[src/vdp_palette_ram.sv]
`timescale 1ns/1ps

module vdp_palette_ram (
    input  logic        clk,
    input  logic        wr_i,
    input  logic [3:0]  waddr_i,
    input  logic [11:0] wdata_i,
    input  logic [3:0]  raddr_i,
    output logic [11:0] rdata_o
);

    logic [11:0] mem [16];              // {r, g, b} per entry

    // host side write
    always_ff @(posedge clk) begin
        if (wr_i) begin
            mem[waddr_i] <= wdata_i;
        end
    end

    // video side, one clock read
    always_ff @(posedge clk) begin
        rdata_o <= mem[raddr_i];
    end

endmodule

[config.mk]
export PLATFORM = sky130hd
export DESIGN_NAME = vdp_palette_ram
export DESIGN_NICKNAME = d
export VERILOG_FILES = /design/src/vdp_palette_ram.sv
export SDC_FILE = /design/constraint.sdc
export NUM_CORES = 1
export LEC_CHECK = 0
export BUFFER_PORTS_ARGS = -buffer_cell sky130_fd_sc_hd__buf_2
export CORE_UTILIZATION = 30
export CTS_CLUSTER_SIZE = 24
export DETAILED_ROUTE_END_ITERATION = 8
export SKIP_CTS_REPAIR_TIMING = 1
export SLEW_MARGIN = 10
export SYNTH_ARGS = -nofsm -noshare
export SYNTH_HDL_FRONTEND = slang
export SYNTH_SLANG_ARGS = --single-unit
[constraint.sdc]
create_clock -name clk -period 2 [get_ports clk]
set_clock_uncertainty 0.15 [all_clocks]
set_input_delay 0.1 -clock clk [delete_from_list [all_inputs] [get_ports clk]]
set_output_delay 0.1 -clock clk [all_outputs]
set_load 0.05 [all_outputs]
==> impl_metrics.csv, run 1 <==
group,metric,value,unit
run_status,status,"finished clean",
place,dpl_worst_slack,0.355,ns
pwr,powerDensity,994,nW/um^2
route,wl_per_cell,21.7,um
global_route,overflow,0,
timing,max_freq,694,MHz
global_route,grt_use_total,12.8,%
setup_path,crit_path_max_fanout,1,
setup_path,crit_slowest_cell,"mux4_2",
logic_synthesis,ys_ff_latch,204,
global_route,grt_max_degree,34,
global_route,antenna_found_initial,0,
logic_synthesis,syn_area,7600,um^2
place,io_buffers,33,
timing,grt_setup_unrepaired,"no",
cts,clk_path_buf_depth,3,
timing,period_needed,1.44,ns
die,rows,57,
cells_and_area,layout-drive-gt1-share,29.2,%
setup_path,critPathLaunchType,"flip-flop",
timing,setup_tns,0,ns
setup_path,crit_required,2.21,ns
route,drtIter0Drc,323,
cts,clock_latency,0.49,ns
setup_path,cp.arrival,1.65,ns
route,drc,0,
flow_run,maxCapViolations,0,
cells_and_area,fin_nets,429,
die,io_pins,34,
cells_and_area,final_cell_mix,"edfxtp_1, mux4_2, buf_2",
setup_path,critPathCaptureType,"flip-flop",
global_route,grt_pass1_vias,3836,
setup_path,path_class,"flip-flop to flip-flop",
worst_hold_path,hp-class,"input pin to flip-flop",
setup_path,cp.buffers_inverters,0,
timing,hold_violations,0,
route,vias,3578,
logic_synthesis,synth_cell_types,18,
cells_and_area,stdcell_count,745,
cells_and_area,antenna_cells,0,
timing,worst_pin_slew,0.295,ns
cts,htreeDepth,1,
place,place_congestion,0.691,
route,vias_per_cell,4.80,
setup_path,cpLargestDelayFamily,"multiplexers",
cts,clkTransAtPathRegs,0.06,ns
logic_synthesis,ys_seq_area_share,79.0,%
logic_synthesis,netlist_instances,329,
logic_synthesis,syn_avg_cell_area,23.1,um^2
logic_synthesis,synth_nets,351,
timing,slew_headroom,80.4,%
die,core,24600,um^2
cts,cts_made_buffers,21,
die,dieWidth,161,um
pwr,peakVddDrop,461,uV
place,place_hpwl,9040,um
die,die_y,161,um
route,drtAntennaViolNets,0,
pwr,power.leakage,2.99,nW
setup_path,slowest_delay,0.48,ns
cts,tritoncts,"yes",
cts,numClockSinks,204,
cells_and_area,synthToLayoutAreaGrowth,19.4,%
timing,final-setup-viol-count,0,
die,dieArea,26000,um^2
setup_path,path_cells,"mux4_2 > a22oi_1 > nand2_1",
logic_synthesis,yosysWarnings,0,
route,drt_wl_total,16200,um
route,firstDrtPassIters,4,
timing,post-route-period-util,72.1,%
die,start_util,30.9,%
place,dp.cells,696,
cells_and_area,layout_commonest_cell,"edfxtp_1",
timing,drv_slew,0,
cts,cts_root_buf,"clkbuf_16",
global_route,grt_pass1_wl,24000,um
timing,setup_slack,0.559,ns
[kinds of logic (layout without fill, tap and decap cells)]
kind of cell           count (synthesis)  in the layout  share of synthesized area (%)
AOI/OAI and AO/OA                     24             24                           2.37
buffers and inverters                 14            106                           1.30
DFF                                  204            204                           79.0
muxes                                 48             48                           15.0
and+or+nand+nor                       39             39                           2.34
[stage by stage]
stage / total power (W) / util, % / hold slack [ns] / cell area (um^2)
after floorplan: 0.00522 / - / 0.0489 / 7600
after global placement: 0.00542 / 33.8 / 0.316 / 8310
after detailed placement: 0.00544 / 33.8 / 0.333 / 8310
after CTS: 0.00909 / 36.4 / -0.181 / 8960
after global routing: 0.00932 / 36.9 / 0.0951 / 9080
final: 0.00903 / 36.9 / 0.0597 / 9080
[worst register-to-register path, delay by kind of cell, from the launching register on]
kind	cells	cell delay (ns)
simple gates	1	0.11
compound gates	1	0.22
flops	1	0.35
mux	1	0.48
[metal layers]
metal | wire, um | vias to the layer above | share of wire [%] | GRT usage, %
met1 | 6890 | 1875 | 43 | 17.4
li1 | - | 1559 | - | -
met5 | 0 | - | 0 | 0
met3 | 966 | 30 | 6.0 | 2.31
met2 | 7960 | 114 | 49 | 21.1
met4 | 346 | 0 | 2.1 | 3.30
[power breakdown]
group	switching (W)	leakage, nW	internal [W]
Combinational	0.000341	0.833	0.000204
Sequential	0.0000269	1.84	0.00478
Clock	0.00149	0.317	0.00219
Total	0.00186	2.99	0.00717
[final timing paths]
check,from,to,slack (ns),depth (start not counted)
worst max-delay path,mem[11][9],rdata_o[9],0.56,3
worst min-delay path,raddr_i[1],rdata_o[0],0.06,4
worst max register to register,mem[11][9],rdata_o[9],0.56,3
worst min register to register,mem[4][6],rdata_o[6],0.51,3
[cell type report]
| cell class | instances | area (um^2) |
|---|---|---|
| fillers | 2227 | 15500 |
| flip-flops and latches | 204 | 6010 |
| multi-input cells | 111 | 1520 |
| clock buffers | 26 | 544 |
| repair buffers | 69 | 503 |
| well taps | 324 | 405 |
| clock inverters | 11 | 104 |
[state kept, by name (all words and copies together), names as in the netlist]
signal / cells
mem: 192
rdata_o: 12
[cells in the mapped netlist]
cell type,number,area (um^2)
a22oi_1,24,180
and2_1,1,6.26
buf_12,2,40.0
buf_2,5,25.0
buf_6,1,11.3
clkbuf_1,6,22.5
dfxtp_1,12,240
edfxtp_1,192,5770
mux4_1,15,394
mux4_2,33,743
nand2_1,13,48.8
nand2b_1,2,12.5
nand3_1,1,5.00
nand3b_1,2,15.0
nor2_1,13,48.8
nor2b_1,2,12.5
nor3_1,4,20.0
or3b_1,1,8.76
(Power assumes the default switching activity.)
==> run 2: changes to the inputs <==
- clock period: 2 -> 1.4 ns (I/O delays scaled with it)
==> run 2 against run 1 <==
Effect of this change:
- the run now ends with negative hold slack, negative setup slack left
- wire length barely moved
- clock power rose by 40%
- non-clock buffer count rose by 13
- sequential power rose by 43%
- final cell count rose by 1.6%
- highest routed layer unchanged
==> impl_metrics.csv, run 2 (synthesis results as in run 1) <==
group,metric,value,unit
timing,setup_tns,-0.0590,ns
die,dieArea,26000,um^2
route,vias,3624,
die,rows,57,
timing,grt_setup_unrepaired,"yes",
setup_path,cp.buffers_inverters,0,
pwr,power.leakage,3.04,nW
setup_path,rrSetupSlack,-0.03,ns
cells_and_area,largest_reg_flops,192,
global_route,grt_max_degree,30,
worst_hold_path,min_from,"raddr_i[3]",
route,drtAntennaViolNets,0,
timing,worst_hold_slack,-0.0307,ns
place,place_congestion,0.730,
setup_path,cpLargestDelayFamily,"multiplexers",
cells_and_area,regMostFlops,"mem",
die,start_util,30.9,%
run_status,status,"finished with violations",
cts,clk_path_buf_depth,3,
setup_path,path_class,"flip-flop to flip-flop",
global_route,antenna_found_initial,0,
setup_path,slowest_delay,0.47,ns
setup_path,rr_startpoint,"mem[8][7]",
place,place_hpwl,9810,um
timing,hold_violations,2,
cells_and_area,top_regs,"mem (192), rdata_o (12)",
cts,cts_root_buf,"clkbuf_16",
setup_path,path_cells,"mux4_2 > a22oi_2 > nand2_1",
cells_and_area,antenna_cells,0,
timing,final-setup-viol-count,3,
setup_path,crit_required,1.61,ns
cts,numClockSinks,204,
route,drtIter0Drc,250,
route,drt_wl_total,16100,um
setup_path,cp.arrival,1.64,ns
timing,setup_slack,-0.0325,ns
cts,clkTransAtPathRegs,0.06,ns
place,io_buffers,33,
timing,period_needed,1.43,ns
timing,drv_slew,0,
setup_path,critPathCaptureType,"flip-flop",
die,die_y,161,um
route,vias_per_cell,4.79,
worst_hold_path,hp-class,"input pin to flip-flop",
route,drc,0,
setup_path,crit_path_start,"mem[8][7]",
pwr,peakVddDrop,850,uV
cts,clock_latency,0.49,ns
setup_path,critPathLaunchType,"flip-flop",
setup_path,crit_slowest_cell,"mux4_2",
global_route,grt_pass1_vias,3823,
route,firstDrtPassIters,4,
global_route,grt_pass1_wl,23900,um
die,core,24600,um^2
cells_and_area,synthToLayoutAreaGrowth,23.1,%
timing,slew_headroom,48.2,%
die,dieWidth,161,um
run_status,violations,"negative hold slack, negative setup slack",
global_route,grt_use_total,12.6,%
cts,cts_made_buffers,21,
timing,post-route-period-util,102,%
cells_and_area,finish.utilization,38.0,%
flow_run,maxCapViolations,0,
cells_and_area,layout-drive-gt1-share,36.7,%
cells_and_area,final_cell_mix,"edfxtp_1, mux4_2, buf_2",
global_route,overflow,0,
setup_path,crit_path_max_fanout,1,
cells_and_area,fin_nets,442,
cts,htreeDepth,1,
cts,tritoncts,"yes",
route,wl_per_cell,21.3,um
timing,max_freq,698,MHz
timing,worst_pin_slew,0.776,ns
die,io_pins,34,
cells_and_area,layout_commonest_cell,"edfxtp_1",
pwr,powerDensity,1380,nW/um^2
## run 2: worst min-delay path, stage by stage
cell     delay, ns
buf_2         0.10
nor2b_1       0.13
a22oi_1       0.18
nand2_1       0.07
## run 2: through the flow
step | total power (W) | worst slack, ns | cells | hold WS (ns) | area, um^2
after floorplan | 0.00747 | -0.165 | 329 | 0.0189 | 7630
after global placement | 0.00779 | -0.242 | 709 | 0.282 | 8570
after detailed placement | 0.00782 | -0.276 | 709 | 0.314 | 8570
after CTS | 0.0130 | -0.118 | 745 | -0.205 | 9200
after global routing | 0.0133 | -0.0677 | 757 | 0.0181 | 9350
final | 0.0129 | -0.0325 | 757 | -0.0307 | 9350
## run 2: final cells by class
cell class | instances | area (um^2)
Fill cell | 2206 | 15300
Sequential cell | 204 | 6010
Multi-Input combinational cell | 111 | 1560
Timing Repair Buffer | 82 | 753
Clock buffer | 26 | 554
Tap cell | 324 | 405
Clock inverter | 10 | 77.6
## run 2: per-layer routing
| layer | wire (um) | GRT usage [%] | vias to the layer above | share of wire [%] |
|---|---|---|---|---|
| met2 | 7790 | 20.5 | 115 | 48 |
| met4 | 424 | 3.77 | 0 | 2.6 |
| met1 | 7020 | 17.5 | 1894 | 43 |
| li1 | - | - | 1580 | - |
| met3 | 902 | 1.80 | 35 | 5.6 |
| met5 | 0 | 0 | - | 0 |
## run 2: final timing paths
| kind | cells past startpoint | to |
|---|---|---|
| setup / recovery | 3 | rdata_o[7] |
| hold / removal | 4 | rdata_o[9] |
| setup reg to reg | 3 | rdata_o[7] |
| hold reg to reg | 3 | rdata_o[6] |
## run 2: report_power, final
part	internal (W)	leakage [nW]	switching, W	total [W]
sequential	0.00683	1.84	0.0000425	0.00687
combinational	0.000347	0.906	0.000521	0.000868
clock	0.00299	0.301	0.00215	0.00514
