`src/vdp_pkg.sv`:
```
package vdp_pkg;

    // horizontal timing in pixel clocks
    localparam int H_VISIBLE = 16;
    localparam int H_FRONT   = 2;
    localparam int H_SYNC    = 4;
    localparam int H_BACK    = 2;
    localparam int H_TOTAL   = H_VISIBLE + H_FRONT + H_SYNC + H_BACK;   // 24

    // vertical timing in lines
    localparam int V_VISIBLE = 8;
    localparam int V_FRONT   = 1;
    localparam int V_SYNC    = 2;
    localparam int V_BACK    = 1;
    localparam int V_TOTAL   = V_VISIBLE + V_FRONT + V_SYNC + V_BACK;   // 12

    localparam int HCNT_W    = 5;           // fits H_TOTAL-1
    localparam int VCNT_W    = 4;           // fits V_TOTAL-1

    localparam int VRAM_AW       = 8;       // 256 words
    localparam int PIX_PER_WORD  = 4;       // 4-bit pixels, msn first
    localparam int WORDS_PER_ROW = H_VISIBLE / PIX_PER_WORD;
    // fetch runs this many clocks ahead of the pixel
    // two for the vram pipe, one for the shifter load
    localparam int FETCH_LEAD    = 3;

    // host register numbers
    typedef enum logic [3:0] {
        REG_AUX_ADDR = 4'd0,
        REG_AUX_DATA = 4'd1,    // commit writes aux space
        REG_WR_INC   = 4'd2,
        REG_WR_ADDR  = 4'd3,
        REG_WR_DATA  = 4'd4,    // commit writes vram
        REG_RD_ADDR  = 4'd5,    // commit starts a vram read
        REG_RD_DATA  = 4'd6,
        REG_SYS_CTRL = 4'd7     // [15] busy, [0] video enable
    } reg_num_e;

    // aux window from address bits 15:14
    typedef enum logic [1:0] {
        AUX_VID      = 2'd0,    // video regs
        AUX_COLOR    = 2'd1,    // palette
        AUX_NONE     = 2'd2,
        AUX_NONE_ALT = 2'd3     // also unmapped
    } aux_win_e;

    // one host bus cycle
    typedef struct packed {
        logic     cs_n;         // active low strobe
        logic     rd_nwr;       // 1 = read
        reg_num_e reg_num;
        logic     bytesel;      // 0 = high byte, 1 = low byte
        logic [7:0] data;
    } host_bus_t;

    // single pending request from the register block
    typedef struct packed {
        logic        vram_sel;
        logic        aux_sel;
        logic        wr;
        logic [15:0] addr;
        logic [15:0] wdata;
    } mem_req_t;

    // video generator output, one pixel per clock
    typedef struct packed {
        logic [3:0] pal_index;
        logic       hsync;
        logic       vsync;
        logic       blank;      // vertical blank
        logic       de;
    } video_out_t;

endpackage

```
`src/vdp_vram.sv`:
```
`timescale 1ns/1ps

module vdp_vram import vdp_pkg::*; (
    input  logic               clk,
    input  logic               sel_i,
    input  logic               wr_i,
    input  logic [VRAM_AW-1:0] addr_i,
    input  logic [15:0]        wdata_i,
    output logic [15:0]        rdata_o
);

    logic [15:0] mem [2**VRAM_AW];
    logic [15:0] rd_q;                  // bram read register

    always_ff @(posedge clk) begin
        if (sel_i) begin
            if (wr_i) begin
                mem[addr_i] <= wdata_i;
            end else begin
                rd_q <= mem[addr_i];
            end
        end
    end

    // output stage, data valid two clocks after sel
    always_ff @(posedge clk) begin
        rdata_o <= rd_q;
    end

endmodule

```
`config.mk`:
```
export PLATFORM = sky130hd
export DESIGN_NAME = vdp_vram
export DESIGN_NICKNAME = d
export VERILOG_FILES = /design/src/vdp_pkg.sv /design/src/vdp_vram.sv
export SDC_FILE = /design/constraint.sdc
export NUM_CORES = 2
export LEC_CHECK = 0
export BUFFER_PORTS_ARGS = -buffer_cell sky130_fd_sc_hd__buf_2
export CAP_MARGIN = 20
export CORE_UTILIZATION = 40
export DETAILED_ROUTE_END_ITERATION = 7
export PLACE_DENSITY_LB_ADDON = 0.15
export SLEW_MARGIN = 20
export SYNTH_ARGS = -nofsm -noshare
export SYNTH_HDL_FRONTEND = slang
export SYNTH_SLANG_ARGS = --single-unit
```
`constraint.sdc`:
```
create_clock -name clk -period 5.58 [get_ports clk]
set_clock_uncertainty 0.05 [all_clocks]
set_input_delay 0.279 -clock clk [delete_from_list [all_inputs] [get_ports clk]]
set_output_delay 0.279 -clock clk [all_outputs]
set_load 0.01 [all_outputs]
```
==> impl_summary.log <==
[metrics] Power Dens Cells: between 300 and 400 mW/mm^2
[metrics] via count of the first global-routing pass: approximately 76000
[metrics] Max Freq: ~280 MHz
[metrics] commonest register cell after synthesis: edfxtp_1
[metrics] Yosys reg bits: between 4000 and 5000
[metrics] Worst Setup Slack post-DPL: roughly 940 ps
[metrics] count of filler cells inserted in the layout: roughly 32000
[metrics] count of cells resized by post-cts repair: 0
[metrics] All-Layer GR Usage: 0.224
[metrics] number of max-capacitance violations reported: 0
[metrics] total routed wirelength: between 400000 and 500000 um
[metrics] area enclosed by the die boundary: 0.391 sq mm
[metrics] dominant cell type by count on the critical path: buf_12
[metrics] async set or reset register ratio after synthesis: 0
[metrics] global-route wire length before repair: about 610000 um
[metrics] Top delay family on crit path: compound AO/OA/AOI/OAI gates
[metrics] kind of start point of the critical path: input port
[metrics] Residual DRC: 0
[metrics] maximum number of pins on one net before global-route repair: 185
[metrics] floorplan die height: between 600 and 700 um
[metrics] antenna violations before repair: 31
[metrics] gate count after technology mapping: roughly 6700
[metrics] critical path capture point type: flop
[metrics] critical path fanouts, max: 72
[metrics] launch point of the worst reg-to-reg path: mem[79][10]$_DFFE_PP_
[metrics] worst stage delay on the critical path: 1030 ps
[metrics] ratio of routed vias to standard cells: just under 6
[metrics] Cell Count Post-Placement: approximately 12000
[metrics] CTS tree: done
[metrics] Static Leak: ~55 nW
[metrics] area share of the leading cell type in the synthesized netlist: 0.794
[metrics] DR vias: approximately 75000
[metrics] number of buffers created by CTS: 435
[metrics] Syn. warnings: 0
[metrics] final critical-path share of the clock period: 0.642
[metrics] worst-case setup margin in the final layout: ~2000 ps
[metrics] worst reg2reg path depth: 5
[metrics] dominant cell by count in the synthesized netlist: edfxtp_1
[metrics] drt wl/cell: around 34 um
[metrics] post-synthesis cell type with the largest combined area: edfxtp_1
[metrics] Area Growth Syn to Fin: 15.6%
[metrics] Final Hold Violating Endpoints: 0
[metrics] total non-filler cell area in the finished layout: approximately 0.18 sq mm
[metrics] Slew Viols, Final: 0
[metrics] cell type of the slowest stage on the worst timing path: o41ai_2
[metrics] share of post-route cells with drive strength above 1: 0.294
[metrics] estimated wirelength of the detail-placed design: about 260000 um
[metrics] floorplan core area: just under 0.4 sq mm
[metrics] Core Rows: approximately 230
[metrics] buffer cell driving the clock tree root: clkbuf_16
[metrics] clock period minus final worst setup slack: 3580 ps
[metrics] endpoint of the worst setup timing path: rd_q[0]$_DFFE_PP_
[metrics] Setup Crit Path Kind: input port to flop
[metrics] area post-placement: roughly 0.17 sq mm
[metrics] number of unique standard cell types used by synthesis: 21
[metrics] clock net sink count: slightly above 4000
[metrics] buffering stage count on the worst path with inverters included: 3
[metrics] cells along the critical path: buf_12, buf_12, buf_12, mux4_2, a22oi_1, a21oi_1, o41ai_2, nand4_1
[metrics] aggregate global routing overflow: 0
[metrics] Peak VDD IR: between 0.2 and 0.3 mV
[metrics] Clock transition at path regs: 60 ps
[metrics] slew at the pin closest to its max-slew limit: between 1000 and 1500 ps
[metrics] Critical R2R Capture: rd_q[10]$_DFFE_PP_
[metrics] setup total negative slack: 0 ps
[metrics] largest buffer count on any clock path: 4
[metrics] worst skew pair latency: just under 1000 ps
[metrics] Arr. time, crit path: between 4000 and 5000 ps
[metrics] Setup Viol. Count Final: 0
[metrics] count of port buffers added during placement: 42
[metrics] net count reported at finish: roughly 7300
[metrics] violation count after the first detailed-routing iteration: around 8700
[metrics] slack of the worst reg-to-reg path: around 2300 ps
[metrics] Synth area leaders: edfxtp_1, mux4_2, a22oi_1
[metrics] number of cells in the finished layout apart from fillers: 12900
[metrics] number of nets still failing antenna checks after routing: 0
[metrics] H-tree levels: 5
[metrics] post-layout utilization of the core: 0.465
[metrics] effective utilization at floorplan: 0.403
[metrics] number of synthesized flops with an enable pin: slightly above 4000
[metrics] share of synthesized area occupied by flip-flops and latches: 0.796
[metrics] depth of the critical timing path with buffers and inverters included: 8
[metrics] Post-Syn Area: 0.156 sq mm
[metrics] startpoint of the worst setup timing path: addr_i[0]
[metrics] number of search-and-repair iterations in the first detailed-routing pass: 5
[metrics] routability congestion estimate from global placement: 0.811
[metrics] run status: completed
[metrics] # IOs: 43
[metrics] RSZ-0062 raised after global routing: no
[metrics] worst endpoint required time: around 6000 ps
[metrics] max-slew headroom at the worst pin: 0.225
[metrics] synthesized net count: slightly below 7000
[metrics] Hold WC Path Type: input port to flop
[metrics] Avg Synthesized Cell Area: 23.1 sq um
[metrics] die boundary width: 626 um
[metrics] leading cell types by count after synthesis: edfxtp_1, mux4_2, a22oi_1
[what timing repair did]
| action | CTS | global route |
|---|---|---|
| hold buffers | 18 | 0 |
| endpoints found under the hold margin | 1325 | 0 |
| setup buffers | 0 | 0 |
[flip-flops by register name, summed over array words and instances, names as in the netlist]
name     count
rd_q        16
mem       4096
rdata_o     16
[tightest hold or removal path, stage by stage]
cell and delay, ps:
buf_2 250, nor2b_2 250, o41ai_2 120, nand4_1 100
[worst min path at each step]
stage | startpoint | end | slack [ps] | depth (start not counted)
6_report | addr_i[7] | rd_q[4]$_DFFE_PP_ | 180 | 4
5_1_grt | addr_i[7] | rd_q[4]$_DFFE_PP_ | 120 | 4
4_1_cts | addr_i[7] | rd_q[4]$_DFFE_PP_ | 110 | 4
3_5_place_dp | rd_q[6]$_DFFE_PP_ | rdata_o[6]$_DFF_P_ | 410 | 0
3_3_place_gp | rd_q[6]$_DFFE_PP_ | rdata_o[6]$_DFF_P_ | 440 | 0
2_1_floorplan | rd_q[0]$_DFFE_PP_ | rdata_o[0]$_DFF_P_ | 270 | 0
[layout make-up]
type,count,area [sq um],area share
Multi-Input combinational cell,2181,30600,0.170
Clock inverter,273,2630,0.0146
Tap cell,5175,6470,0.0360
Clock buffer,527,11400,0.0631
Antenna cell,24,60.1,0.000334
Sequential cell,4128,124000,0.689
Timing Repair Buffer,543,4930,0.0274
[logic make-up after synthesis]
kind of cell | share of synthesized area
compound gates | 0.0365
buf+inv | 0.0109
flops | 0.796
mux | 0.148
simple gates | 0.00841
[cells in the final DEF (no fill, tap or decap), types with 4 or more instances in the layout]
| cell type | n |
|---|---|
| o41ai_1 | 25 |
| dfxtp_1 | 16 |
| buf_12 | 55 |
| nor2_1 | 233 |
| buf_2 | 25 |
| clkinv_8 | 10 |
| nand2_2 | 16 |
| clkbuf_1 | 81 |
| clkbuf_16 | 436 |
| clkbuf_8 | 10 |
| bufinv_16 | 43 |
| nand4_1 | 16 |
| a21oi_1 | 256 |
| clkinv_16 | 4 |
| mux4_2 | 1024 |
| o41ai_2 | 36 |
| clkinv_2 | 84 |
| nand2_1 | 13 |
| diode_2 | 24 |
| edfxtp_1 | 4112 |
| clkinvlp_4 | 5 |
| dlygate4sd3_1 | 18 |
| a22oi_1 | 512 |
| clkinv_1 | 112 |
| inv_16 | 4 |
| inv_6 | 9 |
| buf_4 | 423 |
| nor2_4 | 4 |
| nor2_2 | 22 |
| buf_8 | 17 |
[report_power, final]
| part | total (mW) | switching, mW | internal [mW] |
|---|---|---|---|
| Sequential | 34.2 | 0.0304 | 34.2 |
| Combinational | 2.97 | 1.99 | 0.989 |
| Clock | 28.5 | 12.1 | 16.4 |
[through the flow]
stage                     hold WS [ps]  total power, mW
after floorplan                    273             36.2
after global placement             437             37.8
after detailed placement           410             37.9
after CTS                          108             66.2
after global routing               123             67.4
final                              177             65.7
[metal layers]
metal | wire length (um) | GRT usage | vias up
li1 | - | - | 30300
met1 | 187000 | 0.321 | 41500
met2 | 212000 | 0.361 | 2848
met3 | 29300 | 0.0323 | 557
met4 | 12200 | 0.0581 | 4
met5 | 27 | 0 | -
(Power assumes the default switching activity.)
