## config.mk

```make
export PLATFORM = sky130hd
export DESIGN_NAME = vdp_bus_regs
export DESIGN_NICKNAME = d
export VERILOG_FILES = /design/src/vdp_pkg.sv /design/src/vdp_bus_regs.sv
export SDC_FILE = /design/constraint.sdc
export NUM_CORES = 1
export LEC_CHECK = 0
export ABC_AREA = 1
export BUFFER_PORTS_ARGS = -buffer_cell sky130_fd_sc_hd__buf_2
export CORE_UTILIZATION = 35
export DETAILED_ROUTE_END_ITERATION = 7
export SETUP_SLACK_MARGIN = 0.1
export SYNTH_ARGS = -nofsm -noshare
export SYNTH_HDL_FRONTEND = slang
export SYNTH_SLANG_ARGS = --single-unit
```

## constraint.sdc

```tcl
create_clock -name clk -period 5.2 [get_ports clk]
set_input_delay 0.26 -clock clk [delete_from_list [all_inputs] [get_ports clk]]
set_output_delay 0.26 -clock clk [all_outputs]
set_load 0.03 [all_outputs]
```

## src/vdp_pkg.sv

```systemverilog
package vdp_pkg;

    // horizontal timing in pixel clocks
    localparam int H_VISIBLE = 16;
    localparam int H_FRONT   = 2;
    localparam int H_SYNC    = 4;
    localparam int H_BACK    = 2;
    localparam int H_TOTAL   = H_VISIBLE + H_FRONT + H_SYNC + H_BACK;   // 24

    // vertical timing in lines
    localparam int V_VISIBLE = 8;
    localparam int V_FRONT   = 1;
    localparam int V_SYNC    = 2;
    localparam int V_BACK    = 1;
    localparam int V_TOTAL   = V_VISIBLE + V_FRONT + V_SYNC + V_BACK;   // 12

    localparam int HCNT_W    = 5;           // fits H_TOTAL-1
    localparam int VCNT_W    = 4;           // fits V_TOTAL-1

    localparam int VRAM_AW       = 8;       // 256 words
    localparam int PIX_PER_WORD  = 4;       // 4-bit pixels, msn first
    localparam int WORDS_PER_ROW = H_VISIBLE / PIX_PER_WORD;
    // fetch runs this many clocks ahead of the pixel
    // two for the vram pipe, one for the shifter load
    localparam int FETCH_LEAD    = 3;

    // host register numbers
    typedef enum logic [3:0] {
        REG_AUX_ADDR = 4'd0,
        REG_AUX_DATA = 4'd1,    // commit writes aux space
        REG_WR_INC   = 4'd2,
        REG_WR_ADDR  = 4'd3,
        REG_WR_DATA  = 4'd4,    // commit writes vram
        REG_RD_ADDR  = 4'd5,    // commit starts a vram read
        REG_RD_DATA  = 4'd6,
        REG_SYS_CTRL = 4'd7     // [15] busy, [0] video enable
    } reg_num_e;

    // aux window from address bits 15:14
    typedef enum logic [1:0] {
        AUX_VID      = 2'd0,    // video regs
        AUX_COLOR    = 2'd1,    // palette
        AUX_NONE     = 2'd2,
        AUX_NONE_ALT = 2'd3     // also unmapped
    } aux_win_e;

    // one host bus cycle
    typedef struct packed {
        logic     cs_n;         // active low strobe
        logic     rd_nwr;       // 1 = read
        reg_num_e reg_num;
        logic     bytesel;      // 0 = high byte, 1 = low byte
        logic [7:0] data;
    } host_bus_t;

    // single pending request from the register block
    typedef struct packed {
        logic        vram_sel;
        logic        aux_sel;
        logic        wr;
        logic [15:0] addr;
        logic [15:0] wdata;
    } mem_req_t;

    // video generator output, one pixel per clock
    typedef struct packed {
        logic [3:0] pal_index;
        logic       hsync;
        logic       vsync;
        logic       blank;      // vertical blank
        logic       de;
    } video_out_t;

endpackage

```

## src/vdp_bus_regs.sv

```systemverilog
`timescale 1ns/1ps

module vdp_bus_regs import vdp_pkg::*; (
    input  logic        clk,
    input  logic        reset_i,
    input  host_bus_t   bus_i,
    output logic [7:0]  bus_data_o,
    output mem_req_t    req_o,
    input  logic        req_grant_i,
    input  logic [15:0] rdata_i,
    output logic        vid_ena_o
);

    logic [7:0]  hi_byte_q;             // byte assembly latch
    logic [15:0] aux_addr_q;
    logic [15:0] aux_data_q;
    logic [15:0] wr_inc_q;
    logic [15:0] wr_addr_q;
    logic [15:0] wr_data_q;
    logic [15:0] rd_addr_q;
    logic [15:0] rd_data_q;
    logic        busy_q;
    logic [1:0]  rd_pipe_q;             // tracks vram read latency
    mem_req_t    req_q;

    logic        wr_stb;
    logic        rd_stb;
    logic        commit;
    logic        rd_next;               // low byte of RD_DATA read
    logic        req_done;
    logic [15:0] word;
    logic [15:0] reg_word;

    function automatic mem_req_t make_req(
        input logic        vram,
        input logic        wr,
        input logic [15:0] addr,
        input logic [15:0] wdata
    );
        mem_req_t r;
        r.vram_sel = vram;
        r.aux_sel  = ~vram;
        r.wr       = wr;
        r.addr     = addr;
        r.wdata    = wdata;
        return r;
    endfunction

    assign wr_stb   = ~bus_i.cs_n & ~bus_i.rd_nwr;
    assign rd_stb   = ~bus_i.cs_n & bus_i.rd_nwr;
    assign commit   = wr_stb & bus_i.bytesel;   // low byte completes the word
    assign word     = {hi_byte_q, bus_i.data};
    assign rd_next  = rd_stb && bus_i.bytesel && (bus_i.reg_num == REG_RD_DATA) && !busy_q;
    assign req_done = (req_q.vram_sel | req_q.aux_sel) & req_grant_i;

    assign req_o     = req_q;

    // host read mux
    always_comb begin
        case (bus_i.reg_num)
            REG_AUX_ADDR: reg_word = aux_addr_q;
            REG_AUX_DATA: reg_word = aux_data_q;
            REG_WR_INC:   reg_word = wr_inc_q;
            REG_WR_ADDR:  reg_word = wr_addr_q;
            REG_WR_DATA:  reg_word = wr_data_q;
            REG_RD_ADDR:  reg_word = rd_addr_q;
            REG_RD_DATA:  reg_word = rd_data_q;
            REG_SYS_CTRL: reg_word = {busy_q, 14'd0, vid_ena_o};
            default:      reg_word = 16'h0000;
        endcase
    end

    // control state, requests and address updates
    always_ff @(posedge clk) begin
        if (reset_i) begin
            busy_q         <= 1'b0;
            rd_pipe_q      <= 2'b00;
            req_q.vram_sel <= 1'b0;
            req_q.aux_sel  <= 1'b0;
            vid_ena_o      <= 1'b0;
            bus_data_o     <= 8'h00;
            aux_addr_q     <= 16'h0000;
            wr_inc_q       <= 16'h0000;
            wr_addr_q      <= 16'h0000;
            rd_addr_q      <= 16'h0000;
        end else begin
            rd_pipe_q <= {rd_pipe_q[0], req_done & req_q.vram_sel & ~req_q.wr};

            if (req_done) begin
                req_q.vram_sel <= 1'b0;
                req_q.aux_sel  <= 1'b0;
                if (req_q.wr) begin
                    busy_q <= 1'b0;                         // writes done at grant
                    if (req_q.vram_sel) begin
                        wr_addr_q <= wr_addr_q + wr_inc_q;  // auto increment
                    end
                end
            end
            if (rd_pipe_q[1]) begin
                busy_q <= 1'b0;                 // read word landed in RD_DATA
            end

            if (rd_stb) begin
                bus_data_o <= bus_i.bytesel ? reg_word[7:0] : reg_word[15:8];
            end
            if (rd_next) begin
                rd_addr_q <= rd_addr_q + 16'd1;
                req_q     <= make_req(1'b1, 1'b0, rd_addr_q + 16'd1, 16'h0000);
                busy_q    <= 1'b1;
            end

            if (commit) begin
                case (bus_i.reg_num)
                    REG_AUX_ADDR: aux_addr_q <= word;
                    REG_AUX_DATA: begin
                        if (!busy_q) begin
                            req_q  <= make_req(1'b0, 1'b1, aux_addr_q, word);
                            busy_q <= 1'b1;
                        end
                    end
                    REG_WR_INC:   wr_inc_q  <= word;
                    REG_WR_ADDR:  wr_addr_q <= word;
                    REG_WR_DATA: begin
                        if (!busy_q) begin
                            req_q  <= make_req(1'b1, 1'b1, wr_addr_q, word);
                            busy_q <= 1'b1;
                        end
                    end
                    REG_RD_ADDR: begin
                        if (!busy_q) begin
                            rd_addr_q <= word;
                            req_q     <= make_req(1'b1, 1'b0, word, 16'h0000);
                            busy_q    <= 1'b1;
                        end
                    end
                    REG_SYS_CTRL: vid_ena_o <= word[0];
                    default: ;                  // RD_DATA is read only
                endcase
            end
        end
    end

    // data registers
    always_ff @(posedge clk) begin
        if (wr_stb && !bus_i.bytesel) begin
            hi_byte_q <= bus_i.data;
        end
        if (commit && !busy_q) begin
            if (bus_i.reg_num == REG_WR_DATA) begin
                wr_data_q <= word;
            end
            if (bus_i.reg_num == REG_AUX_DATA) begin
                aux_data_q <= word;
            end
        end
        if (rd_pipe_q[1]) begin
            rd_data_q <= rdata_i;               // two clocks after grant
        end
    end

endmodule

```

==> out/qor.yml <==
tns_ps: 0
synth_seq_area_share_pct: 46.3
fillers: 2650
grt_pass1_wl_mm: 47.7
drt-met1-wl_mm: 14.0
ctsRootBufferMaster: "clkbuf_16"
final_hold_viol_count: 0
met3_length_mm: 2.65
ys_dominant_reg_cell: "edfxtp_1"
hold_path.class: "primary input to flop"
clk_latency_ps: 450
worstMarginPinSlew_ps: 964
cts_resized: 0
synthArstFlopShare_pct: 0
synth_cells: 1208
outcome: "completed"
dr.pass1.iters: 7
setup_violations: 0
crit_type: "primary input to flop"
syn-cell-area_um2: 9140
top_layer: "met4"
ys_ff_latch: 167
die_height_um: 164
synth_top_cell_by_area: "edfxtp_1"
wl_per_cell_um: 19.4
row_count: 58
period_minus_slack_ps: 2410
start_kind: "primary input"
viasPerCell: 5.42
htreeDepth: 4
place.gp.congestion: 0.945
cp-endpoint: "req_o[23]"
overflow: 0
area_growth_pct: 15.0
drc: 0
die_w_um: 164
fin_cells: 1626
post-place-ws_ps: 2420
finalPower_mw: 2.98
place_hpwl_mm: 22.9
hold_ws_ps: 88.9
portBuffers: 77
power-per-cell-area_nw_per_um2: 283
fin_nets: 1334
period_share_pct: 46.4
place_area_um2: 9770
cts_tree: "built"
cp.required_ps: 5500
setup_ws_ps: 2790
synth.net_count: 1259
reg2reg_depth: 6
ys_warn_count: 0
diodes: 0
final.setup_skew_ps: 11.5
drive_gt1_share_pct: 11.0
antenna_left: 0
cp.arrival_ps: 2710
cts_hold_buffers: 16
ir_worst_vdd_mv: 0.221
cts_buffer_depth: 2
dp_cells: 1578
clock_sinks: 167
syn_avg_cell_area_um2: 7.57
wl_met2_mm: 14.2
cts.clk_slew.worst_paths_ps: 70
antenna_found_initial: 0
pin_count: 78
rr_startpoint: "busy_q"
r2r_slack_ps: 2790
post-route-util_pct: 41.4
maxSlewHeadroom_pct: 35.7
final_area_um2: 10500
fmax_mhz: 414
power.leakage_nw: 4.40
drtIter0Drc: 1101
cts-buffers-inserted: 17
yosysUniqueCellTypes: 44
initial_utilization_pct: 36.0
post-cts-setup-buffer-count: 0
yosysTopAreaCellShare_pct: 29.2
synth-edff-count: 89
drv_slew: 0
setup.worst_path.end_class: "flop"
r2r_end: "req_o[21]"
vias: 8812
grt_start_max_net_pins: 51
critPathMaxFanout: 26
crit_start: "bus_i[11]"
core-area_um2: 25400
synthTopCellsByArea: "edfxtp_1 29%, dfxtp_1 17%, nand2_1 12%, o21ai_0 6.6%, a21oi_1 6.5%"
die_area_um2: 26800
cap_violations: 0
first_global_vias: 8066
routed_wl_mm: 31.6
track_usage_pct: 24.1
rsz0062_at_grt: "false"
-- kinds of logic after synthesis --
logic type               Yosys count  synth area share (%)
XOR/XNOR                           8                 0.767
AO/OA/AOI/OAI                    291                  17.3
adder cells (fa/ha/maj)           17                  2.41
buffers and inverters            202                  9.02
AND/OR/NAND/NOR                  523                  24.1
flip-flops                       167                  46.3
-- flip-flops by register name, summed over array words and instances (netlist names), named ones only --
name        cells
req_o          35
busy_q          1
aux_data_q     16
hi_byte_q       8
vid_ena_o       1
bus_data_o      8
wr_data_q      16
aux_addr_q     16
wr_inc_q       16
rd_data_q      16
rd_pipe_q       2
wr_addr_q      16
-- critical path, cell delays in order --
cell and delay, ps:
buf_2 120, inv_1 70, nor2_4 130, nand2_2 150, inv_2 240, nand2_1 460, buf_4 420, inv_2 320
o211ai_1 220, nand3_1 110, a21boi_1 180
-- how the worst min path moves through the flow --
stage	startpoint	endpoint	slack (ps)	cells past startpoint
2_1_floorplan	bus_i[0]	aux_data_q[0]	360	0
3_3_place_gp	rd_pipe_q[0]	rd_pipe_q[1]	390	2
3_5_place_dp	rd_pipe_q[0]	rd_pipe_q[1]	420	2
4_1_cts	bus_i[7]	hi_byte_q[7]	70	1
5_1_grt	bus_i[7]	hi_byte_q[7]	70	1
6_report	bus_i[7]	aux_data_q[7]	90	1
-- per-layer routing --
metal	GRT usage (%)	vias up
li1	-	4186
met2	36.9	399
met1	34.2	4183
met4	7.24	0
met5	0	-
met3	4.60	44
-- synthesized netlist by cell type (5+ instances only) --
library cell and count:
nand2_1 283, inv_1 147, o21ai_0 120, a21oi_1 118
nor2_1 113, nand3_1 91, edfxtp_1 89, dfxtp_1 78
buf_2 17, clkbuf_1 17, ha_1 16, o211ai_1 16
o22ai_1 10, nor3_1 9, inv_2 8, o221ai_1 7
a31oi_1 6, nor2_4 6, xor2_1 6, buf_4 5
-- final cells by class --
type / instances / area (um2) / share of cell area, %
tap: 330 / 413 / 3.93
inverter: 158 / 597 / 5.68
timing repair buffer: 100 / 598 / 5.69
clock buffer: 18 / 429 / 4.08
multi-input combinational: 839 / 4090 / 38.9
clock inverter: 14 / 154 / 1.46
sequential: 167 / 4230 / 40.3
-- power breakdown --
| part | switching (mW) | internal [mW] | total (mW) | leakage [nW] |
|---|---|---|---|---|
| clock | 0.610 | 0.684 | 1.29 | 0.287 |
| combinational | 0.171 | 0.0704 | 0.241 | 2.65 |
| sequential | 0.0270 | 1.42 | 1.44 | 1.46 |
-- layout by cell type, fill, tap and decap left out, types with 17 or more instances in the layout --
cell,n
clkbuf_16,17
dfxtp_1,78
inv_1,146
nand2_1,283
buf_2,77
o21ai_0,120
edfxtp_1,89
a21oi_1,118
nand3_1,91
nor2_1,113
(Power assumes the default switching activity.)
