## src/vdp_pkg.sv

```systemverilog
package vdp_pkg;

    // horizontal timing in pixel clocks
    localparam int H_VISIBLE = 16;
    localparam int H_FRONT   = 2;
    localparam int H_SYNC    = 4;
    localparam int H_BACK    = 2;
    localparam int H_TOTAL   = H_VISIBLE + H_FRONT + H_SYNC + H_BACK;   // 24

    // vertical timing in lines
    localparam int V_VISIBLE = 8;
    localparam int V_FRONT   = 1;
    localparam int V_SYNC    = 2;
    localparam int V_BACK    = 1;
    localparam int V_TOTAL   = V_VISIBLE + V_FRONT + V_SYNC + V_BACK;   // 12

    localparam int HCNT_W    = 5;           // fits H_TOTAL-1
    localparam int VCNT_W    = 4;           // fits V_TOTAL-1

    localparam int VRAM_AW       = 8;       // 256 words
    localparam int PIX_PER_WORD  = 4;       // 4-bit pixels, msn first
    localparam int WORDS_PER_ROW = H_VISIBLE / PIX_PER_WORD;
    // fetch runs this many clocks ahead of the pixel
    // two for the vram pipe, one for the shifter load
    localparam int FETCH_LEAD    = 3;

    // host register numbers
    typedef enum logic [3:0] {
        REG_AUX_ADDR = 4'd0,
        REG_AUX_DATA = 4'd1,    // commit writes aux space
        REG_WR_INC   = 4'd2,
        REG_WR_ADDR  = 4'd3,
        REG_WR_DATA  = 4'd4,    // commit writes vram
        REG_RD_ADDR  = 4'd5,    // commit starts a vram read
        REG_RD_DATA  = 4'd6,
        REG_SYS_CTRL = 4'd7     // [15] busy, [0] video enable
    } reg_num_e;

    // aux window from address bits 15:14
    typedef enum logic [1:0] {
        AUX_VID      = 2'd0,    // video regs
        AUX_COLOR    = 2'd1,    // palette
        AUX_NONE     = 2'd2,
        AUX_NONE_ALT = 2'd3     // also unmapped
    } aux_win_e;

    // one host bus cycle
    typedef struct packed {
        logic     cs_n;         // active low strobe
        logic     rd_nwr;       // 1 = read
        reg_num_e reg_num;
        logic     bytesel;      // 0 = high byte, 1 = low byte
        logic [7:0] data;
    } host_bus_t;

    // single pending request from the register block
    typedef struct packed {
        logic        vram_sel;
        logic        aux_sel;
        logic        wr;
        logic [15:0] addr;
        logic [15:0] wdata;
    } mem_req_t;

    // video generator output, one pixel per clock
    typedef struct packed {
        logic [3:0] pal_index;
        logic       hsync;
        logic       vsync;
        logic       blank;      // vertical blank
        logic       de;
    } video_out_t;

endpackage

```

## src/vdp_video_gen.sv

```systemverilog
`timescale 1ns/1ps

module vdp_video_gen import vdp_pkg::*; (
    input  logic               clk,
    input  logic               reset_i,
    input  logic               ena_i,
    input  logic               vreg_wr_i,
    input  logic [3:0]         vreg_num_i,
    input  logic [15:0]        vreg_data_i,
    output logic               vram_rd_o,
    output logic [VRAM_AW-1:0] vram_addr_o,
    input  logic [15:0]        vram_data_i,
    output video_out_t         vout_o
);

    logic [HCNT_W-1:0] h_cnt;
    logic [VCNT_W-1:0] v_cnt;
    logic [15:0]       base_q;          // display base word address
    logic [3:0]        border_q;        // border palette index
    logic [15:0]       shift_q;         // pixel shifter
    logic [1:0]        rd_pipe_q;       // matches vram read latency

    logic [HCNT_W-1:0] fetch_h;         // pixel position being fetched
    logic [VCNT_W-1:0] fetch_v;
    logic              h_vis;
    logic              v_vis;
    logic              visible;

    // counters
    always_ff @(posedge clk) begin
        if (reset_i) begin
            h_cnt <= '0;
            v_cnt <= '0;
        end else if (h_cnt == HCNT_W'(H_TOTAL - 1)) begin
            h_cnt <= '0;
            if (v_cnt == VCNT_W'(V_TOTAL - 1)) begin
                v_cnt <= '0;
            end else begin
                v_cnt <= v_cnt + 1'b1;
            end
        end else begin
            h_cnt <= h_cnt + 1'b1;
        end
    end

    // video regs through the aux window
    always_ff @(posedge clk) begin
        if (reset_i) begin
            base_q   <= 16'h0000;
            border_q <= 4'h0;
        end else if (vreg_wr_i) begin
            case (vreg_num_i)
                4'd0:    base_q   <= vreg_data_i;
                4'd1:    border_q <= vreg_data_i[3:0];
                default: ;                      // unused regs
            endcase
        end
    end

    // position FETCH_LEAD clocks ahead, wraps into next line
    always_comb begin
        if (h_cnt >= HCNT_W'(H_TOTAL - FETCH_LEAD)) begin
            fetch_h = h_cnt - HCNT_W'(H_TOTAL - FETCH_LEAD);
            if (v_cnt == VCNT_W'(V_TOTAL - 1)) begin
                fetch_v = '0;
            end else begin
                fetch_v = v_cnt + 1'b1;
            end
        end else begin
            fetch_h = h_cnt + HCNT_W'(FETCH_LEAD);
            fetch_v = v_cnt;
        end
    end

    // one fetch at the start of every pixel group
    assign vram_rd_o = ena_i
                     && (fetch_h < HCNT_W'(H_VISIBLE))
                     && (fetch_v < VCNT_W'(V_VISIBLE))
                     && (fetch_h % HCNT_W'(PIX_PER_WORD) == '0);
    assign vram_addr_o = base_q[VRAM_AW-1:0]
                       + VRAM_AW'(fetch_v) * VRAM_AW'(WORDS_PER_ROW)
                       + VRAM_AW'(fetch_h / HCNT_W'(PIX_PER_WORD));

    // shifter, loaded on the last clock of the previous group
    always_ff @(posedge clk) begin
        if (reset_i) begin
            rd_pipe_q <= 2'b00;
        end else begin
            rd_pipe_q <= {rd_pipe_q[0], vram_rd_o};
        end
    end

    always_ff @(posedge clk) begin
        if (rd_pipe_q[1]) begin
            shift_q <= vram_data_i;
        end else begin
            shift_q <= {shift_q[11:0], 4'h0};   // next nibble up
        end
    end

    assign h_vis   = h_cnt < HCNT_W'(H_VISIBLE);
    assign v_vis   = v_cnt < VCNT_W'(V_VISIBLE);
    assign visible = h_vis & v_vis;

    // registered timing outputs
    always_ff @(posedge clk) begin
        if (reset_i) begin
            vout_o <= '0;
        end else begin
            vout_o.pal_index <= (visible && ena_i) ? shift_q[15:12] : border_q;
            vout_o.hsync     <= (h_cnt >= HCNT_W'(H_VISIBLE + H_FRONT))
                             && (h_cnt < HCNT_W'(H_VISIBLE + H_FRONT + H_SYNC));
            vout_o.vsync     <= (v_cnt >= VCNT_W'(V_VISIBLE + V_FRONT))
                             && (v_cnt < VCNT_W'(V_VISIBLE + V_FRONT + V_SYNC));
            vout_o.blank     <= ~v_vis;
            vout_o.de        <= visible & ena_i;
        end
    end

endmodule

```

## config.mk

```make
export PLATFORM = sky130hd
export DESIGN_NAME = vdp_video_gen
export DESIGN_NICKNAME = d
export VERILOG_FILES = /design/src/vdp_pkg.sv /design/src/vdp_video_gen.sv
export SDC_FILE = /design/constraint.sdc
export NUM_CORES = 1
export LEC_CHECK = 0
export BUFFER_PORTS_ARGS = -buffer_cell sky130_fd_sc_hd__clkbuf_2
export CORE_MARGIN = 2
export CORE_UTILIZATION = 53
export DETAILED_ROUTE_END_ITERATION = 8
export PLACE_DENSITY = 0.8
export SLEW_MARGIN = 40
export SYNTH_ARGS = -nofsm -noshare
export SYNTH_HDL_FRONTEND = slang
export SYNTH_SLANG_ARGS = --single-unit
```

## constraint.sdc

```tcl
create_clock -name clk -period 4.8 [get_ports clk]
set_input_delay 0.96 -clock clk [delete_from_list [all_inputs] [get_ports clk]]
set_output_delay 0.96 -clock clk [all_outputs]
set_load 0.02 [all_outputs]
```

==> results of run 1 <==
==> cells in the mapped netlist (all sizes together) (2+ instances only) <==
cell type	instances
mux2i	17
nand3	2
a31oi	2
mux2	13
o211ai	2
nor2b	6
o31a	2
a21oi	8
ha	18
nor4b	3
and2	4
fa	2
nor3b	2
nor2	30
nand2	8
nor3	5
o21ai	8
o21a	2
xnor2	7
dfxtp	47
clkbuf	6
inv	13
nand2b	2
buf	7
nor4	3
==> state kept, by name, summed over array words and instances (netlist names) <==
| signal | count |
|---|---|
| vout_o | 8 |
| shift_q | 16 |
| v_cnt | 4 |
| base_q | 8 |
| border_q | 4 |
| h_cnt | 5 |
| rd_pipe_q | 2 |
==> final timing paths <==
kind | from | end | slack, ns | depth (start not counted)
max | h_cnt[1]$_SDFF_PP0_ | vram_addr_o[7] | 0.29 | 11
min | rd_pipe_q[0]$_SDFF_PP0_ | rd_pipe_q[1]$_SDFF_PP0_ | 0.46 | 1
max reg2reg | h_cnt[1]$_SDFF_PP0_ | rd_pipe_q[0]$_SDFF_PP0_ | 2.98 | 6
min reg2reg | rd_pipe_q[0]$_SDFF_PP0_ | rd_pipe_q[1]$_SDFF_PP0_ | 0.46 | 1
==> final cells by class <==
type	instances	area, sq um
fillers	345	1450
multi-input cells	157	1230
flip-flops and latches	47	943
repair buffers	48	240
clock buffers	5	68.8
well taps	50	62.6
inverters	13	48.8
clock inverters	3	47.5
==> metrics by stage <==
stage	instances	power (mW)	util, %	hold slack (ns)
3_3_place_gp	315	0.479	61.7	0.424
2_1_floorplan	230	0.459	-	0.414
5_1_grt	323	0.802	64.6	0.471
4_1_cts	323	0.776	64.6	0.463
3_5_place_dp	315	0.481	61.7	0.428
6_report	323	0.769	64.6	0.461
==> cells by family after synthesis <==
logic type / count (synthesis) / synth area share, %
adder cells (fa/ha/maj): 20 / 11.6
buffers and inverters: 26 / 4.98
XOR/XNOR: 7 / 2.68
AND/OR/NAND/NOR: 71 / 17.6
multiplexers: 30 / 13.9
AO/OA/AOI/OAI: 29 / 8.05
flip-flops: 47 / 41.2
==> power by group through the flow <==
| stage | logic (mW) | clock network, mW | registers (mW) |
|---|---|---|---|
| after floorplan | 0.0468 | 0 | 0.412 |
| after CTS | 0.0632 | 0.304 | 0.409 |
| after global routing | 0.0693 | 0.322 | 0.411 |
| final | 0.0626 | 0.296 | 0.410 |
| after global placement | 0.0611 | 0 | 0.418 |
| after detailed placement | 0.0627 | 0 | 0.418 |
==> per-layer routing <==
metal	up-vias	wire length [microns]
li1	869	-
met5	-	0
met4	0	76
met1	786	1900
met3	6	237
met2	48	1980
==> timing repair <==
action / 4_1_cts / 5_1_grt
hold buffers: 0 / 0
resized for setup: 0 / 2
setup endpoints to repair: 0 / 1
==> results.ini, run 1 <==
[worst_setup_path]
cp_slowest_cell=dfxtp_2
crit_chain=inv_1 > ha_1 > o311ai_0 > nand2_1 > fa_1 > ha_1 > nor2b_1 > o31a_1 > or4_1 > nand3_1 > clkbuf_2
crit_fanout=10
crit_top_cell=ha_1
path_class=reg -> out
endpoint_kind=primary output
worst-path-buf-inv=2
critical-path-top-delay-family=adder cells
required_ns=3.84
crit_path_max_incr_delay_ns=0.46
startpoint_type=flop
cp.arrival_ns=3.55

[global_routing]
grt_pass1_vias=1669
grt_usage_pct=18.8
grt_pass1_wl_microns=7280
grtUsageMet1_pct=22.7
use_met2_pct=31.8
gr-total-overflow=0
grt_antenna_before_repair=0
met3_usage_pct=5.23
grt_max_degree=31
grt-busiest-layer=met2

[logic_synthesis]
synth_nets=290
synth_seq_cells=47
avgSynthCellArea_sq_um=9.93
syn_area_sq_um=2280
synth_edf_count=0
synth.largest_area_cell=dfxtp_1
synth_top_cell_area_share_pct=41.2
synth_ff_type=dfxtp_1
syn-instance-count=230
synth.area.top_cells=dfxtp_1, ha_1, mux2i_1
synth_cell_types=46
ys_warn_count=0
synth-async-reset-ratio_pct=0
yosysSeqAreaShare_pct=41.2

[sta]
finalCritPeriodShare_pct=94.1
rsz0062_at_grt=no
hold_violations=0
tightest_slew_ns=0.691
clock.fmax_mhz=221
slew_viol_final=0
fin_setup_tns_ns=0
finalCriticalPeriod_ns=4.51
finClkSkew_ns=0.00438
setup_viol=0
slew_headroom_pct=53.6
worst_slack_ns=0.285

[drt]
wire_per_inst_microns=13.0
final_antenna_net_count=0
first_pass_iters=4
drc=0
routed_via_density=5.29
drt_wl_total_microns=4200
drt_iter0_drc=144
num_vias=1709

[power_and_ir_drop]
pwr-share-seq_pct=53.3
pwr-share-comb_pct=8.1
powerDensity_nw_per_um2=291
leakagePower_nw=1.21
clkPwrFrac_pct=38.6
p_sw_share_pct=23.4
p_switching_mw=0.180
intPower_mw=0.589
peakVddDrop_uv=219

[floorplan]
pin_count=57
coreArea_sq_um=4090
die-width_microns=69.7
die-area_sq_um=4850
initial_utilization_pct=55.9
die_y_microns=69.7
num_rows=23

[cts]
cts_max_level=2
clk_pin_slew_ns=0.09
worstSkewPairLatency_ns=0.30
cts_tree=built
clk_path_buf_depth=2
cts_root_buf=clkbuf_8
cts_setup_buffers=0
cts_buffers=5
cts.sinks=47

[cells_and_area]
area_growth_pct=15.6
drive_above_1_share_pct=28.6
final_common_cell=clkbuf_2
fin_nets=332
fin_area_sq_um=2640
n_antenna_cell=0
final_cell_mix=clkbuf_2, dfxtp_1, nor2_1

[run]
max-cap-violations=0

[status]
status=finished, final reports clean

[placed_design]
gp_congestion=0.872
dp_hpwl_microns=3070
postPlaceCellArea_sq_um=2520
port_buffers=48
post-place-ws_ns=0.492

[worst_hold_path]
hold_class=reg -> reg

Note: power is estimated with default switching activity, not from simulation.
==> run 2: changes to the inputs <==
--- a/config.mk
+++ b/config.mk
@@ -9,7 +9,7 @@
 export CORE_MARGIN = 2
 export CORE_UTILIZATION = 53
 export DETAILED_ROUTE_END_ITERATION = 8
-export PLACE_DENSITY = 0.8
+export PLACE_DENSITY = 0.79
 export SLEW_MARGIN = 40
 export SYNTH_ARGS = -nofsm -noshare
 export SYNTH_HDL_FRONTEND = slang
==> results.ini, run 2 (synthesis results as in run 1) <==
[status]
status=finished, final reports clean  ; unchanged

[power_and_ir_drop]
power_mw=0.762  ; was 0.769 mW
p_switching_mw=0.174  ; was 0.180 mW
peakVddDrop_uv=236  ; was 219 uV
leakagePower_nw=1.21  ; unchanged
powerDensity_nw_per_um2=288  ; was 291 nW/um^2
p_sw_share_pct=22.8  ; was 23.4%
pwr-share-comb_pct=8.2  ; was 8.1%
clkPwrFrac_pct=38.1  ; was 38.6%
intPower_mw=0.588  ; was 0.589 mW
pwr-share-seq_pct=53.8  ; was 53.3%

[drt]
final_antenna_net_count=0  ; unchanged
top_layer=met4  ; unchanged
drt_iter0_drc=89  ; was 144
drt_wl_total_microns=4050  ; was 4200 microns
drt-met1-wl_microns=1790  ; was 1900 microns
routed_via_density=5.27  ; was 5.29
drc=0  ; unchanged
met2_length_microns=1940  ; was 1980 microns
num_vias=1701  ; was 1709
wire_per_inst_microns=12.5  ; was 13.0 microns
first_pass_iters=4  ; unchanged
routed-wl-met3_microns=281  ; was 237 microns

[floorplan]
num_rows=23  ; unchanged
die-width_microns=69.7  ; unchanged
coreArea_sq_um=4090  ; unchanged
die_y_microns=69.7  ; unchanged
initial_utilization_pct=55.9  ; unchanged
die-area_sq_um=4850  ; unchanged
pin_count=57  ; unchanged

[worst_setup_path]
worst-path-buf-inv=2  ; unchanged
cp.arrival_ns=3.55  ; about the same
path_class=reg -> out  ; unchanged
crit_fanout=10  ; unchanged
r2r_slack_ns=2.90  ; was 2.98 ns
cp_num_cells=13  ; was 11
startpoint=h_cnt[1]$_SDFF_PP0_  ; unchanged
crit_top_cell=ha_1  ; unchanged
required_ns=3.84  ; about the same
endpoint_kind=primary output  ; unchanged
r2r-end=rd_pipe_q[0]$_SDFF_PP0_  ; unchanged
cp-endpoint=vram_addr_o[7]  ; unchanged
cp_slowest_cell=dfxtp_2  ; unchanged
critical-path-top-delay-family=simple AND/OR/NAND/NOR gates  ; was adder cells
r2r_cells=6  ; unchanged
r2r_start=h_cnt[1]$_SDFF_PP0_  ; unchanged
crit_path_max_incr_delay_ns=0.46  ; about the same
startpoint_type=flop  ; unchanged
crit_chain=inv_1 > ha_1 > nor4_4 > nor2_2 > nand2_1 > mux2_1 > ha_1 > ha_1 > o21a_1 > o31a_1 > or4_1 > nand3_1 > clkbuf_2  ; was inv_1 > ha_1 > o311ai_0 > nand2_1 > fa_1 > ha_1 > nor2b_1 > o31a_1 > or4_1 > nand3_1 > clkbuf_2

[run]
max-cap-violations=0  ; unchanged

[cts]
clk_path_buf_depth=2  ; unchanged
cts_max_level=2  ; unchanged
cts_buffers=5  ; unchanged
cts_root_buf=clkbuf_8  ; unchanged
worstSkewPairLatency_ns=0.30  ; about the same
post_cts_resized=0  ; unchanged
cts_tree=built  ; unchanged
cts_setup_buffers=0  ; unchanged
hold_buffers=0  ; unchanged
clk_pin_slew_ns=0.08  ; was 0.09 ns
cts.sinks=47  ; unchanged

[global_routing]
gr-total-overflow=0  ; unchanged
grt_max_degree=31  ; unchanged
grt_usage_pct=17.6  ; was 18.8%
grt_pass1_vias=1530  ; was 1669
grt_pass1_wl_microns=6860  ; was 7280 microns
grt_antenna_before_repair=0  ; unchanged

[sta]
finalCriticalPeriod_ns=4.51  ; about the same
setup_viol=0  ; unchanged
finalCritPeriodShare_pct=94.0  ; was 94.1%
slew_viol_final=0  ; unchanged
tightest_slew_ns=0.710  ; was 0.691 ns
clock.fmax_mhz=222  ; was 221 MHz
slew_headroom_pct=52.3  ; was 53.6%
fin_setup_tns_ns=0  ; unchanged
rsz0062_at_grt=no  ; unchanged
hold_violations=0  ; unchanged
worst_slack_ns=0.287  ; was 0.285 ns
finClkSkew_ns=0.00522  ; was 0.00438 ns

[cells_and_area]
n_antenna_cell=0  ; unchanged
register_area_sq_um=943  ; unchanged
stdcell_count=323  ; unchanged
drive_above_1_share_pct=28.6  ; unchanged
fin_nets=332  ; unchanged
area_growth_pct=15.6  ; unchanged
largest_register_ffs=16  ; unchanged
multi_input_area_sq_um=1230  ; unchanged
regMostFlops=shift_q  ; unchanged
final_common_cell=clkbuf_2  ; unchanged
largestRegisters=shift_q: 16 flops, base_q: 8 flops, vout_o: 8 flops  ; unchanged
fillers=341  ; was 345
final_cell_mix=clkbuf_2, dfxtp_1, nor2_1  ; unchanged

[placed_design]
dp_hpwl_microns=3060  ; was 3070 microns
placed_cells=315  ; unchanged
port_buffers=48  ; unchanged
post-place-ws_ns=0.463  ; was 0.492 ns
gp_congestion=0.835  ; was 0.872

[worst_hold_path]
hold_class=reg -> reg  ; unchanged

[run 2: cell counts in the layout (fill, tap and decap cells not counted)]
Identical to the previous run, type by type.
[run 2: worst min-delay path by stage]
stage                            startpoint                       to  slack, ns  cells past startpoint
global placement    rd_pipe_q[0]$_SDFF_PP0_  rd_pipe_q[1]$_SDFF_PP0_       0.42                      1
CTS                 rd_pipe_q[0]$_SDFF_PP0_  rd_pipe_q[1]$_SDFF_PP0_       0.45                      1
global route        rd_pipe_q[0]$_SDFF_PP0_  rd_pipe_q[1]$_SDFF_PP0_       0.46                      1
floorplan           rd_pipe_q[0]$_SDFF_PP0_  rd_pipe_q[1]$_SDFF_PP0_       0.41                      1
finish              rd_pipe_q[0]$_SDFF_PP0_  rd_pipe_q[1]$_SDFF_PP0_       0.44                      1
detailed placement  rd_pipe_q[0]$_SDFF_PP0_  rd_pipe_q[1]$_SDFF_PP0_       0.44                      1
[run 2: worst reg2reg max path, cell delays in order, from the launching register on]
cell and delay [ns]:
dfxtp_2 0.46, inv_1 0.12, ha_1 0.25, nor4_4 0.27, nor2_2 0.11, a221o_2 0.44, nor3_2 0.18
[run 2: layer usage]
metal | track usage (%) | up-vias
met4 | 5.13 | 0
li1 | - | 875
met1 | 21.5 | 768
met5 | 0 | -
met3 | 6.10 | 4
met2 | 29.3 | 54
[run 2: final cells by class]
type                            count  area share, %
Clock inverter                      3           1.80
Clock buffer                        5           2.61
Sequential cell                    47           35.7
Inverter                           13           1.85
Timing Repair Buffer               48           9.10
Tap cell                           50           2.37
Multi-Input combinational cell    157           46.6
[run 2: per-stage QoR]
step	util (%)	hold slack, ns	area, sq um
2_1_floorplan	-	0.414	2280
3_3_place_gp	61.7	0.421	2520
3_5_place_dp	61.7	0.440	2520
4_1_cts	64.6	0.447	2640
5_1_grt	64.6	0.459	2640
6_report	64.6	0.444	2640
[run 2: power groups by stage]
stage	combinational (mW)	clock [mW]	sequential (mW)
floorplan	0.0468	0	0.412
global placement	0.0609	0	0.418
detailed placement	0.0623	0	0.418
CTS	0.0628	0.299	0.409
global route	0.0688	0.322	0.411
finish	0.0621	0.290	0.410
==> run 3: changes to the inputs <==
--- a/config.mk
+++ b/config.mk
@@ -10,6 +10,7 @@
 export CORE_UTILIZATION = 53
 export DETAILED_ROUTE_END_ITERATION = 8
 export PLACE_DENSITY = 0.79
+export RECOVER_POWER = 50
 export SLEW_MARGIN = 40
 export SYNTH_ARGS = -nofsm -noshare
 export SYNTH_HDL_FRONTEND = slang
==> results.ini, run 3 (synthesis results as in run 1) <==
[cts]
cts_buffers=5  ; unchanged
cts_max_level=2  ; unchanged
hold_buffers=0  ; unchanged
cts_root_buf=clkbuf_8  ; unchanged
clk_path_buf_depth=2  ; unchanged
cts_tree=built  ; unchanged
cts_setup_buffers=0  ; unchanged
worstSkewPairLatency_ns=0.30  ; about the same
cts.sinks=47  ; unchanged
clk_pin_slew_ns=0.08  ; about the same

[drt]
first_pass_iters=4  ; unchanged
routed_via_density=5.29  ; was 5.27
wire_per_inst_microns=12.5  ; about the same
drc=0  ; unchanged
drt_iter0_drc=89  ; unchanged
drt_wl_total_microns=4050  ; about the same
final_antenna_net_count=0  ; unchanged
num_vias=1708  ; was 1701

[global_routing]
grt_pass1_vias=1530  ; unchanged
gr-total-overflow=0  ; unchanged
grt_max_degree=31  ; unchanged
grt_usage_pct=17.6  ; unchanged
grt_antenna_before_repair=0  ; unchanged
grt_pass1_wl_microns=6860  ; unchanged

[floorplan]
die-width_microns=69.7  ; unchanged
coreArea_sq_um=4090  ; unchanged
num_rows=23  ; unchanged
die_y_microns=69.7  ; unchanged
initial_utilization_pct=55.9  ; unchanged
pin_count=57  ; unchanged
die-area_sq_um=4850  ; unchanged

[cells_and_area]
drive_above_1_share_pct=28.2  ; was 28.6%
regMostFlops=shift_q  ; unchanged
n_antenna_cell=0  ; unchanged
largestRegisters=shift_q: 16 flops, base_q: 8 flops, vout_o: 8 flops  ; unchanged
largest_register_ffs=16  ; unchanged
stdcell_count=323  ; unchanged
final_common_cell=clkbuf_2  ; unchanged
final_cell_mix=clkbuf_2, dfxtp_1, nor2_1  ; unchanged
area_growth_pct=15.6  ; about the same
fin_nets=332  ; unchanged
fin_util_pct=64.6  ; about the same
fin_area_sq_um=2640  ; about the same

[worst_setup_path]
cp_num_cells=13  ; unchanged
r2r_cells=6  ; unchanged
crit_top_cell=ha_1  ; unchanged
crit_chain=inv_1 > ha_1 > nor4_4 > nor2_2 > nand2_1 > mux2_1 > ha_1 > ha_1 > o21a_1 > o31a_1 > or4_1 > nand3_1 > clkbuf_2  ; unchanged
worst-path-buf-inv=2  ; unchanged
crit_path_max_incr_delay_ns=0.46  ; about the same
path_class=reg -> out  ; unchanged
crit_fanout=10  ; unchanged
required_ns=3.84  ; about the same
startpoint_type=flop  ; unchanged
cp_slowest_cell=dfxtp_2  ; unchanged
endpoint_kind=primary output  ; unchanged
r2r_slack_ns=2.90  ; about the same
critical-path-top-delay-family=simple AND/OR/NAND/NOR gates  ; unchanged
cp.arrival_ns=3.55  ; about the same

[placed_design]
port_buffers=48  ; unchanged
gp_congestion=0.835  ; unchanged
placed_cells=315  ; unchanged
post-place-ws_ns=0.463  ; unchanged
dp_hpwl_microns=3060  ; unchanged
postPlaceCellArea_sq_um=2520  ; unchanged

[status]
status=finished, final reports clean  ; unchanged

[worst_hold_path]
holdPathStages=1  ; unchanged
hold_class=reg -> reg  ; unchanged

[sta]
hold_ws_ns=0.444  ; unchanged
slew_headroom_pct=9.45  ; was 52.3%
fin_setup_tns_ns=0  ; unchanged
slew_viol_final=0  ; unchanged
worst_slack_ns=0.286  ; was 0.287 ns
rsz0062_at_grt=no  ; unchanged
finalCritPeriodShare_pct=94.0  ; about the same
clock.fmax_mhz=222  ; about the same
hold_violations=0  ; unchanged
finClkSkew_ns=0.00525  ; was 0.00522 ns
tightest_slew_ns=1.36  ; was 0.710 ns
setup_viol=0  ; unchanged
finalCriticalPeriod_ns=4.51  ; about the same

[power_and_ir_drop]
intPower_mw=0.588  ; about the same
clkPwrFrac_pct=38.1  ; about the same
p_sw_share_pct=22.8  ; about the same
peakVddDrop_uv=236  ; about the same
pwr-share-seq_pct=53.8  ; about the same
p_switching_mw=0.174  ; about the same
powerDensity_nw_per_um2=289  ; was 288 nW/um^2
pwr-share-comb_pct=8.1  ; was 8.2%
power_mw=0.762  ; about the same
leakagePower_nw=1.20  ; was 1.21 nW

[run]
max-cap-violations=0  ; unchanged

==> run 3: cell counts in the layout (fill, tap and decap cells not counted) <==
Identical to the previous run, type by type.
==> run 3: cell type report <==
| class | count | area (sq um) |
|---|---|---|
| clock inverter | 3 | 47.5 |
| clock buffer | 5 | 68.8 |
| inverter | 13 | 48.8 |
| multi-input combinational | 157 | 1230 |
| timing repair buffer | 48 | 239 |
| fill | 341 | 1450 |
| sequential | 47 | 943 |
| tap | 50 | 62.6 |
==> run 3: routing by layer <==
metal / track usage (%) / part of all wire [%]
met1: 21.5 / 45
met2: 29.3 / 48
met3: 6.10 / 6.2
met4: 5.13 / 1.1
met5: 0 / 0
==> run 3: final timing paths <==
path,startpoint,to
setup / recovery,h_cnt[1]$_SDFF_PP0_,vram_addr_o[7]
hold reg to reg,rd_pipe_q[0]$_SDFF_PP0_,rd_pipe_q[1]$_SDFF_PP0_
setup reg to reg,h_cnt[1]$_SDFF_PP0_,rd_pipe_q[0]$_SDFF_PP0_
hold / removal,rd_pipe_q[0]$_SDFF_PP0_,rd_pipe_q[1]$_SDFF_PP0_
==> run 3: timing repair <==
action / CTS / global route
resized for setup: 0 / 2
endpoints found under the hold margin: 0 / 0
setup endpoints to repair: 0 / 1
==> run 3: power groups by stage <==
stage	Clock (mW)	Sequential (mW)	Combinational (mW)
4_1_cts	0.299	0.409	0.0628
3_3_place_gp	0	0.418	0.0609
2_1_floorplan	0	0.412	0.0468
5_1_grt	0.322	0.411	0.0687
3_5_place_dp	0	0.418	0.0623
6_report	0.290	0.410	0.0620
